==> config.mk <==
export PLATFORM = sky130hd
export DESIGN_NAME = interrupt_controller
export DESIGN_NICKNAME = d
export VERILOG_FILES = /design/src/hw/intc_pkg.sv /design/src/hw/interrupt_controller.sv /design/src/hw/irq_priority_encoder.sv /design/src/hw/irq_pending.sv /design/src/hw/intc_cmd_decoder.sv /design/src/hw/byte_sel_register.sv
export SDC_FILE = /design/constraint.sdc
export NUM_CORES = 2
export LEC_CHECK = 0
export BUFFER_PORTS_ARGS = -buffer_cell sky130_fd_sc_hd__buf_2
export CORE_MARGIN = 5
export CORE_UTILIZATION = 35
export DETAILED_ROUTE_END_ITERATION = 12
export SYNTH_ARGS = -nofsm -noshare
export SYNTH_HDL_FRONTEND = slang
export SYNTH_SLANG_ARGS = --single-unit
==> constraint.sdc <==
create_clock -name i_clk -period 4.2 [get_ports i_clk]
set_input_delay 0.21 -clock i_clk [delete_from_list [all_inputs] [get_ports i_clk]]
set_output_delay 0.21 -clock i_clk [all_outputs]
set_load 0.02 [all_outputs]
==> src/hw/intc_pkg.sv <==
package intc_pkg;

    // bus and register byte
    localparam int DATA_WIDTH = 8;

    // vector number, wide enough for 256 lines
    localparam int VEC_WIDTH = 8;

    // command byte layout, opcode on top of the byte index
    localparam int CMD_BYTE_BITS = 5;
    localparam int CMD_OP_BITS   = 3;
    localparam int CMD_BYTE_LSB  = 0;
    localparam int CMD_OP_LSB    = CMD_BYTE_LSB + CMD_BYTE_BITS;
    localparam int CMD_WIDTH     = CMD_OP_BITS + CMD_BYTE_BITS;

    // codes 6 and 7 fall through to nop
    typedef enum logic [CMD_OP_BITS-1:0] {
        CMD_NOP     = 3'd0,
        CMD_ENABLE  = 3'd1,
        CMD_TYPE    = 3'd2, // 1 = level, 0 = edge
        CMD_PENDING = 3'd3,
        CMD_VECTOR  = 3'd4,
        CMD_EOI     = 3'd5
    } cmd_op_e;

endpackage
==> src/hw/interrupt_controller.sv <==
`timescale 1ns/10ps

module interrupt_controller
    import intc_pkg::*;
#(
    parameter int NUM_IRQ = 256
) (
    input  logic                  i_clk,
    input  logic                  i_reset,
    input  logic                  i_cs,
    input  logic                  i_rwb,
    input  logic                  i_addr,
    input  logic [DATA_WIDTH-1:0] i_data,
    output logic [DATA_WIDTH-1:0] o_data,
    input  logic [NUM_IRQ-1:0]    i_irq,
    output logic                  o_int,
    output logic [VEC_WIDTH-1:0]  o_vector
);

    localparam int NUM_BYTES = NUM_IRQ / 8;

    logic                     enable_write;
    logic                     type_write;
    logic                     eoi;
    logic [CMD_BYTE_BITS-1:0] byte_sel;
    logic [DATA_WIDTH-1:0]    enable_byte;
    logic [DATA_WIDTH-1:0]    type_byte;
    logic [NUM_IRQ-1:0]       enable_mask;
    logic [NUM_IRQ-1:0]       type_mask;
    logic [NUM_IRQ-1:0]       pending;

    byte_sel_register #(
        .DATA_WIDTH(DATA_WIDTH),
        .NUM_BYTES (NUM_BYTES)
    ) reg_enable (
        .i_clk      (i_clk),
        .i_reset    (i_reset),
        .i_write    (enable_write),
        .i_byte_sel (byte_sel),
        .i_data     (i_data),
        .o_data     (enable_byte),
        .o_full_data(enable_mask)
    );

    // 1 = level triggered
    byte_sel_register #(
        .DATA_WIDTH(DATA_WIDTH),
        .NUM_BYTES (NUM_BYTES)
    ) reg_type (
        .i_clk      (i_clk),
        .i_reset    (i_reset),
        .i_write    (type_write),
        .i_byte_sel (byte_sel),
        .i_data     (i_data),
        .o_data     (type_byte),
        .o_full_data(type_mask)
    );

    intc_cmd_decoder #(
        .NUM_IRQ(NUM_IRQ)
    ) u_decoder (
        .i_clk         (i_clk),
        .i_reset       (i_reset),
        .i_cs          (i_cs),
        .i_rwb         (i_rwb),
        .i_addr        (i_addr),
        .i_data        (i_data),
        .i_enable_byte (enable_byte),
        .i_type_byte   (type_byte),
        .i_pending     (pending),
        .i_vector      (o_vector),
        .o_enable_write(enable_write),
        .o_type_write  (type_write),
        .o_eoi         (eoi),
        .o_byte_sel    (byte_sel),
        .o_data        (o_data)
    );

    irq_pending #(
        .NUM_IRQ(NUM_IRQ)
    ) u_pending (
        .i_clk    (i_clk),
        .i_reset  (i_reset),
        .i_eoi    (eoi),
        .i_irq    (i_irq),
        .i_enable (enable_mask),
        .i_type   (type_mask),
        .i_vector (o_vector), // eoi targets the vector shown this cycle
        .o_pending(pending)
    );

    irq_priority_encoder #(
        .NUM_IRQ(NUM_IRQ)
    ) u_encoder (
        .i_pending(pending),
        .o_vector (o_vector),
        .o_int    (o_int)
    );

endmodule

==> src/hw/irq_priority_encoder.sv <==
`timescale 1ns/10ps

module irq_priority_encoder
    import intc_pkg::*;
#(
    parameter int NUM_IRQ = 256
) (
    input  logic [NUM_IRQ-1:0]   i_pending,
    output logic [VEC_WIDTH-1:0] o_vector,
    output logic                 o_int
);

    // scan upward so the highest set bit is the last one kept
    always_comb begin
        o_vector = '0;
        for (int i = 0; i < NUM_IRQ; i++) begin
            if (i_pending[i]) begin
                o_vector = VEC_WIDTH'(i);
            end
        end
    end

    // line 0 alone still raises the request
    assign o_int = |i_pending;

endmodule

==> src/hw/irq_pending.sv <==
`timescale 1ns/10ps

module irq_pending
    import intc_pkg::*;
#(
    parameter int NUM_IRQ = 256
) (
    input  logic                 i_clk,
    input  logic                 i_reset,
    input  logic                 i_eoi,
    input  logic [NUM_IRQ-1:0]   i_irq,
    input  logic [NUM_IRQ-1:0]   i_enable,
    input  logic [NUM_IRQ-1:0]   i_type,
    input  logic [VEC_WIDTH-1:0] i_vector,
    output logic [NUM_IRQ-1:0]   o_pending
);

    logic [NUM_IRQ-1:0] irq_q;      // input as seen at the previous edge
    logic [NUM_IRQ-1:0] pending_q;
    logic [NUM_IRQ-1:0] pending_d;
    logic [NUM_IRQ-1:0] eoi_mask;
    logic [NUM_IRQ-1:0] rise;
    logic [NUM_IRQ-1:0] edge_next;
    logic [NUM_IRQ-1:0] level_next;

    always_comb begin
        for (int i = 0; i < NUM_IRQ; i++) begin
            eoi_mask[i] = i_eoi && (int'(i_vector) == i);
        end
    end

    assign rise = i_irq & ~irq_q;

    // edge lines hold until eoi, a fresh edge beats the eoi
    assign edge_next = (pending_q & ~eoi_mask) | rise;

    // level lines just track the input, eoi drops them for one edge
    assign level_next = i_irq & ~eoi_mask;

    assign pending_d = ((i_type & level_next) | (~i_type & edge_next)) & i_enable;

    always_ff @(posedge i_clk) begin
        if (i_reset) begin
            irq_q     <= '0;
            pending_q <= '0;
        end else begin
            irq_q     <= i_irq;
            pending_q <= pending_d;
        end
    end

    assign o_pending = pending_q;

endmodule

==> src/hw/intc_cmd_decoder.sv <==
`timescale 1ns/10ps

module intc_cmd_decoder
    import intc_pkg::*;
#(
    parameter int NUM_IRQ = 256
) (
    input  logic                     i_clk,
    input  logic                     i_reset,
    input  logic                     i_cs,
    input  logic                     i_rwb,
    input  logic                     i_addr,
    input  logic [DATA_WIDTH-1:0]    i_data,
    input  logic [DATA_WIDTH-1:0]    i_enable_byte,
    input  logic [DATA_WIDTH-1:0]    i_type_byte,
    input  logic [NUM_IRQ-1:0]       i_pending,
    input  logic [VEC_WIDTH-1:0]     i_vector,
    output logic                     o_enable_write,
    output logic                     o_type_write,
    output logic                     o_eoi,
    output logic [CMD_BYTE_BITS-1:0] o_byte_sel,
    output logic [DATA_WIDTH-1:0]    o_data
);

    localparam int PEND_BYTES = NUM_IRQ / DATA_WIDTH;

    logic [CMD_WIDTH-1:0]     cmd_q;
    cmd_op_e                  cmd_op;
    logic [CMD_BYTE_BITS-1:0] byte_sel;
    logic                     bus_wr;
    logic                     bus_rd;
    logic                     data_wr;
    logic [DATA_WIDTH-1:0]    pending_byte;
    logic [DATA_WIDTH-1:0]    rd_mux;

    assign bus_wr  = i_cs & ~i_rwb;
    assign bus_rd  = i_cs & i_rwb;
    assign data_wr = bus_wr & i_addr;

    // command byte lives at address 0, write only
    always_ff @(posedge i_clk) begin
        if (i_reset) begin
            cmd_q <= {CMD_NOP, {CMD_BYTE_BITS{1'b0}}};
        end else if (bus_wr && !i_addr) begin
            cmd_q <= i_data[CMD_WIDTH-1:0];
        end
    end

    assign cmd_op   = cmd_op_e'(cmd_q[CMD_OP_LSB +: CMD_OP_BITS]);
    assign byte_sel = cmd_q[CMD_BYTE_LSB +: CMD_BYTE_BITS];

    assign o_byte_sel     = byte_sel;
    assign o_enable_write = data_wr && (cmd_op == CMD_ENABLE);
    assign o_type_write   = data_wr && (cmd_op == CMD_TYPE);
    assign o_eoi          = data_wr && (cmd_op == CMD_EOI); // data value is don't care

    always_comb begin
        pending_byte = '0;
        if (int'(byte_sel) < PEND_BYTES) begin
            pending_byte = i_pending[byte_sel*DATA_WIDTH +: DATA_WIDTH];
        end
    end

    always_comb begin
        case (cmd_op)
            CMD_ENABLE:  rd_mux = i_enable_byte;
            CMD_TYPE:    rd_mux = i_type_byte;
            CMD_PENDING: rd_mux = pending_byte;
            CMD_VECTOR:  rd_mux = i_vector;
            default:     rd_mux = '0; // nop, eoi and spare codes
        endcase
    end

    assign o_data = (bus_rd && i_addr) ? rd_mux : '0;

endmodule

==> src/hw/byte_sel_register.sv <==
`timescale 1ns/10ps

module byte_sel_register
    import intc_pkg::*;
#(
    parameter int DATA_WIDTH = 8,
    parameter int NUM_BYTES  = 32
) (
    input  logic                            i_clk,
    input  logic                            i_reset,
    input  logic                            i_write,
    input  logic [CMD_BYTE_BITS-1:0]        i_byte_sel,
    input  logic [DATA_WIDTH-1:0]           i_data,
    output logic [DATA_WIDTH-1:0]           o_data,
    output logic [DATA_WIDTH*NUM_BYTES-1:0] o_full_data
);

    logic [DATA_WIDTH-1:0] bank [NUM_BYTES];
    logic                  sel_valid;

    assign sel_valid = (int'(i_byte_sel) < NUM_BYTES);

    // masks must come up cleared
    always_ff @(posedge i_clk) begin
        if (i_reset) begin
            for (int i = 0; i < NUM_BYTES; i++) begin
                bank[i] <= '0;
            end
        end else if (i_write && sel_valid) begin
            bank[i_byte_sel] <= i_data;
        end
    end

    assign o_data = sel_valid ? bank[i_byte_sel] : '0;

    always_comb begin
        for (int i = 0; i < NUM_BYTES; i++) begin
            o_full_data[i*DATA_WIDTH +: DATA_WIDTH] = bank[i];
        end
    end

endmodule

Word level (Yosys, flattened, before mapping)
Memory sizes are Yosys's and may differ from the RTL's. A register that Yosys moved wholly into a read port is not among the register bits.
Cells that the tools add are included.
Word-level totals
  memories: 2
  output and inout port bits: 17
  RAM bits: 512
  input bits: 269
  register bits: 520
Operators by class
  bitwise gates (word level): 15
  shifts and indexed selects: 1
  mux-type cells: 275
  equality and inequality tests: 260
  reduce and logical (&&, ||, !) cells: 266
Memory list
  reg_enable.bank: words 32, bits a word 8, read ports 33, clocked after Yosys merged registers in 1, write ports 32, line byte_sel_register.sv:18  | logic [DATA_WIDTH-1:0] bank [NUM_BYTES];
  reg_type.bank: words 32, bits a word 8, read ports 33, clocked after Yosys merged registers in 1, write ports 32, line byte_sel_register.sv:18
Operators with widths (number)
  bitwise AND 256 bit: 6
  2-to-1 mux 8 bit: 131
  == test 8 bit (second input constant): 128
  inverter 256 bit: 3
  == test 8 x 7 -> 1 bit (second input constant): 64
  bitwise OR 256 bit: 2
  2-to-1 mux 7 bit: 64
  logical AND 1 bit: 261
  == test 8 x 6 -> 1 bit (second input constant): 32
  OR reduction 256 bit: 1
  variable part select 256 x 9 -> 8 bit: 1
  2-to-1 mux 6 bit: 32
  == test 8 x 5 -> 1 bit (second input constant): 16
  2-to-1 mux 5 bit: 22
  == test 8 x 4 -> 1 bit (second input constant): 8
  == test 8 x 3 -> 1 bit (second input constant): 4
  2-to-1 mux 4 bit: 8
  case mux 8 bit (4 select lines): 1
  == test 8 x 2 -> 1 bit (second input constant): 2
  OR reduction 8 bit: 2
  2-to-1 mux 3 bit: 4
  2-to-1 mux 1 bit: 11
  == test 8 x 1 -> 1 bit (second input constant): 1
  logical NOT 8 bit: 1
  7 further kinds: 12

Logic depth before layout (Yosys ltp)
  depth in word-level cells: 263
  depth in mapped cells: 13

By module
From an unflattened synthesis, not the netlist that was laid out.
Second synthesis, totals
  cells, all modules: 5416
  area, all modules: 53523.8 µm²
By module, submodules not included
  byte_sel_register: seq. area each 7687.4 µm², cells an instance 885, area an instance 12016.5 µm², times used 2
  irq_pending: seq. area each 10249.8 µm², cells an instance 2705, area an instance 23093.4 µm², times used 1
  irq_priority_encoder: seq. area each 0.0 µm², cells an instance 598, area an instance 3345.7 µm², times used 1
  intc_cmd_decoder: seq. area each 160.2 µm², cells an instance 343, area an instance 3051.7 µm², times used 1

Worst setup path before layout
OpenSTA, ideal clock, no wires.
  kind: register -> output
  from: reg with a tool-made name
  to: out o_data[7]
  stages on the path, launching flop included: 10
  path buffers: 3
  data arrival time: 2986 ps
  path slack: 1004 ps
  required time: 3990 ps
  cell sequence: dfxtp_1 > clkbuf_1 > buf_1 > buf_2 > mux4_2 > mux4_2 > a211oi_1 > a31oi_1 > a21oi_1 > nor2_1
RTL lines
  end, declared: line interrupt_controller.sv:14  | output logic [DATA_WIDTH-1:0] o_data,

Worst setup path in the final report
  from: reg u_pending.pending_q[207] (netlist: u_pending.o_pending[207])
  to: out o_data[1]
Between the ends
  word-level cells in the longest chain between the ends: 51
Ends and longest elaborated chain
  start, declared: line irq_pending.sv:19  | logic [NUM_IRQ-1:0] pending_q;
  start signal, assigned: line irq_pending.sv:48  | pending_q <= pending_d;
  2-to-1 mux 8 bit (49 in series): line irq_priority_encoder.sv:17  | if (i_pending[i]) begin
  case mux 8 bit (4 select lines): line intc_cmd_decoder.sv:65  | case (cmd_op)
  2-to-1 mux 8 bit: line intc_cmd_decoder.sv:74  | assign o_data = (bus_rd && i_addr) ? rd_mux : '0;
No other way between the ends.

==> flow_summary_export.csv <==
group,metric,value,unit
die,die_y,396,um
die,core.rowCount,141,
pwr,p_sw_frac,0.281,
critical_path,critPathKind,"register to primary output",
clock_network,cts.reportedPaths.clkPinSlew,0.06,ns
yosys,syn_avg_cell_area,10.2,um2
final_layout,syn2layout_area_growth,25.6,%
pwr,leakagePower,24.4,nW
drt,num_vias,46200,
critical_path,critPathMaxFanout,5,
yosys,async_flop_share,0,
yosys,synth.cell_area,52100,um2
die,initial_core_util,0.353,
sta,whs,0.0974,ns
critical_path,end_kind,"primary output",
placement,routabilityCongestion,1.01,
yosys,yosysSeqAreaShare,0.497,
die,die_area,157000,um2
yosys,synthFlopType,"dfxtp_1",
drt,wl,250000,um
yosys,syn_inst,5101,
flow_run,drv_cap,0,
worst_hold_path,hold_class,"primary input to register",
sta,slew_headroom,0.182,
die,pin_count,286,
clock_network,cts_max_path_buffers,3,
drt,drtIter0Drc,5870,
placement,hpwl,189000,um
sta,clock-skew-final,0.0509,ns
drt,postRouteAntennaNets,0,
global_routing,grt_pass1_wl,341000,um
pwr,seqPwrFrac,0.443,
global_routing,antenna_found_initial,22,
yosys,synthesis.nets,5370,
clock_network,cts_root_buffer,"clkbuf_16",
sta,maxSlewViolCount,0,
yosys,synth_common_cells,"525 x and2_1, 525 x dfxtp_1, 512 x edfxtp_1, 445 x o21ai_0, 426 x nor2_1",
pwr,combPwrFrac,0.140,
drt,firstDrtPassIters,6,
final_layout,drive_above_1_share,0.212,
drt,wl_per_cell,31.5,um
global_routing,grt_max_degree,152,
pwr,p_clk_frac,0.417,
die,core-area,148000,um2
sta,worstMarginPinSlew,1.22,ns
global_routing,grt_pass1_vias,43900,
clock_network,htreeDepth,3,
yosys,synth.top_cell.area_share,0.295,
global_routing,grtUsageTotal,0.307,
yosys,synthDistinctLibCells,90,
critical_path,worstPathRequired,3.99,ns
yosys,synth.largest_area_cell,"edfxtp_1",
final_layout,fin_nets,6167,
yosys,yosys_warnings,0,
clock_network,cts.sinks,1037,
clock_network,clkLatencyLatePin,0.80,ns
clock_network,numCtsBuffers,117,
pwr,p_switching,7.24,mW
pwr,p_total,25.7,mW
global_routing,grt_overflow,0,
pwr,peakVddDrop,0.000343,V
yosys,synth_area_leaders,"edfxtp_1 29%, dfxtp_1 20%, mux4_2 9.7%, and2_1 6.3%, o21ai_0 4.3%",
placement,io_buffers,285,
drt,viasPerCell,5.82,
drt,drc,0,
sta,setup_viol,2,
sta,setup_slack,-0.00432,ns
critical_path,worst_ep_arrival_time,3.99,ns
sta,finalHoldViolCount,0,
sta,post-route-period-util,1.00,
clock_network,tritoncts,"yes",
sta,setup_tns,-0.00728,ns
status,status,"finished, violations left",
critical_path,timing.critical_path.from_type,"register",
sta,rsz0062_at_grt,"true",
pwr,p_int,18.5,mW
yosys,synth_enable_flop_cells,512,
pwr,pwr_density_cell,393,nW/um2
placement,place_ws,-0.119,ns
sta,max_freq,0.238,GHz
sta,fin_crit,4.20,ns
status,violations,"negative setup slack",
yosys,ys_ff_latch,1037,
die,die_w,396,um
[power groups by stage]
stage / combinational, mW / sequential, mW / clock (mW)
2_1_floorplan: 1.62 / 11.4 / 0
3_3_place_gp: 3.17 / 11.6 / 0
3_5_place_dp: 3.18 / 11.6 / 0
4_1_cts: 3.49 / 11.4 / 10.8
5_1_grt: 3.73 / 11.4 / 11.2
6_report: 3.61 / 11.4 / 10.7
[metrics by stage]
step,cell area [um2],std cells,util
6_report,65500,7938,0.443
3_3_place_gp,57800,7407,0.391
4_1_cts,65200,7926,0.441
3_5_place_dp,57800,7407,0.391
5_1_grt,65400,7931,0.443
2_1_floorplan,52100,5101,-
[sequential cells by signal, summed over array words and instances (netlist names), named ones only]
register	cells
reg_type.bank	256
u_pending.irq_q	256
u_decoder.cmd_q	8
reg_enable.bank	256
u_pending.o_pending	256
[per-layer routing]
layer  track usage  vias to the layer above  part of all wire
met5             0                        -           0.00023
met4         0.170                       10             0.068
met1         0.403                    22900              0.40
met2         0.472                     2863              0.44
met3        0.0688                      610             0.099
li1              -                    19800                 -
[path summary, 6_finish.rpt]
| path | startpoint | end | slack (ns) | depth (start not counted) |
|---|---|---|---|---|
| worst min-delay path | i_rwb | u_decoder.cmd_q[7] | 0.1 | 4 |
| worst max register to register | u_pending.o_pending[207] | u_pending.o_pending[116] | 0.21 | 13 |
| worst max-delay path | u_pending.o_pending[207] | o_data[1] | -0.004 | 12 |
| worst min register to register | u_pending.irq_q[1] | u_pending.o_pending[1] | 0.48 | 3 |
[final cells by class]
cell class	instances	area, um2
Fill cell	13900	82400
Sequential cell	1037	25900
Multi-Input combinational cell	3430	24100
Timing Repair Buffer	906	7460
Clock buffer	161	3340
Tap cell	1930	2410
Inverter	406	1520
Clock inverter	61	656
Antenna cell	7	17.5
[cells in the final DEF, fill, tap and decap left out, types with 16 or more instances in the layout]
| master | instances |
|---|---|
| dfxtp_1 | 519 |
| mux2i_1 | 23 |
| o2111ai_1 | 16 |
| mux4_2 | 225 |
| a31oi_1 | 151 |
| a22oi_1 | 31 |
| nor2_1 | 418 |
| buf_12 | 33 |
| nand3_1 | 23 |
| edfxtp_1 | 512 |
| nor2b_1 | 269 |
| nor4_1 | 68 |
| or2_2 | 68 |
| or4_1 | 21 |
| nor4_2 | 18 |
| nor3_1 | 24 |
| nand2_1 | 288 |
| a211oi_1 | 19 |
| clkbuf_16 | 120 |
| clkinv_2 | 20 |
| o21ai_0 | 439 |
| o2bb2ai_1 | 20 |
| buf_2 | 278 |
| inv_1 | 405 |
| clkbuf_1 | 22 |
| dlygate4sd3_1 | 270 |
| clkbuf_8 | 20 |
| nand2b_1 | 96 |
| and2_1 | 524 |
| mux2_2 | 25 |
| buf_4 | 308 |
| nand3b_1 | 195 |
| nand4_1 | 28 |
| a21oi_1 | 170 |
[critical path: stages, from the launching register on]
cell and delay, ns:
dfxtp_1 0.32, buf_4 0.16, nor2_1 0.24, nand3_1 0.13
a2111oi_1 0.59, buf_4 0.21, o2111ai_1 0.10, a21oi_1 0.41
o311a_1 0.44, inv_2 0.14, a21oi_2 0.16, nor2_2 0.11
buf_6 0.22
[kinds of logic (layout without fill, tap and decap cells)]
logic type | Yosys count | after routing | share of synthesized area
compound gates | 1026 | 1026 | 0.120
buf+inv | 634 | 1534 | 0.0479
flops | 1037 | 1037 | 0.497
mux | 275 | 275 | 0.107
other cells | 0 | 7 | 0
simple gates | 2129 | 2129 | 0.228
[repair_timing]
item / in CTS / in global routing
endpoints found under the setup margin: 78 / 8
pin swaps: 11 / 9
buffers inserted: 18 / 6
hold endpoints to repair: 511 / 0
hold buffers: 270 / 0
cloned: 9 / 1
gates resized for setup: 62 / 45
No activity file was read; power rests on OpenSTA's default activity.
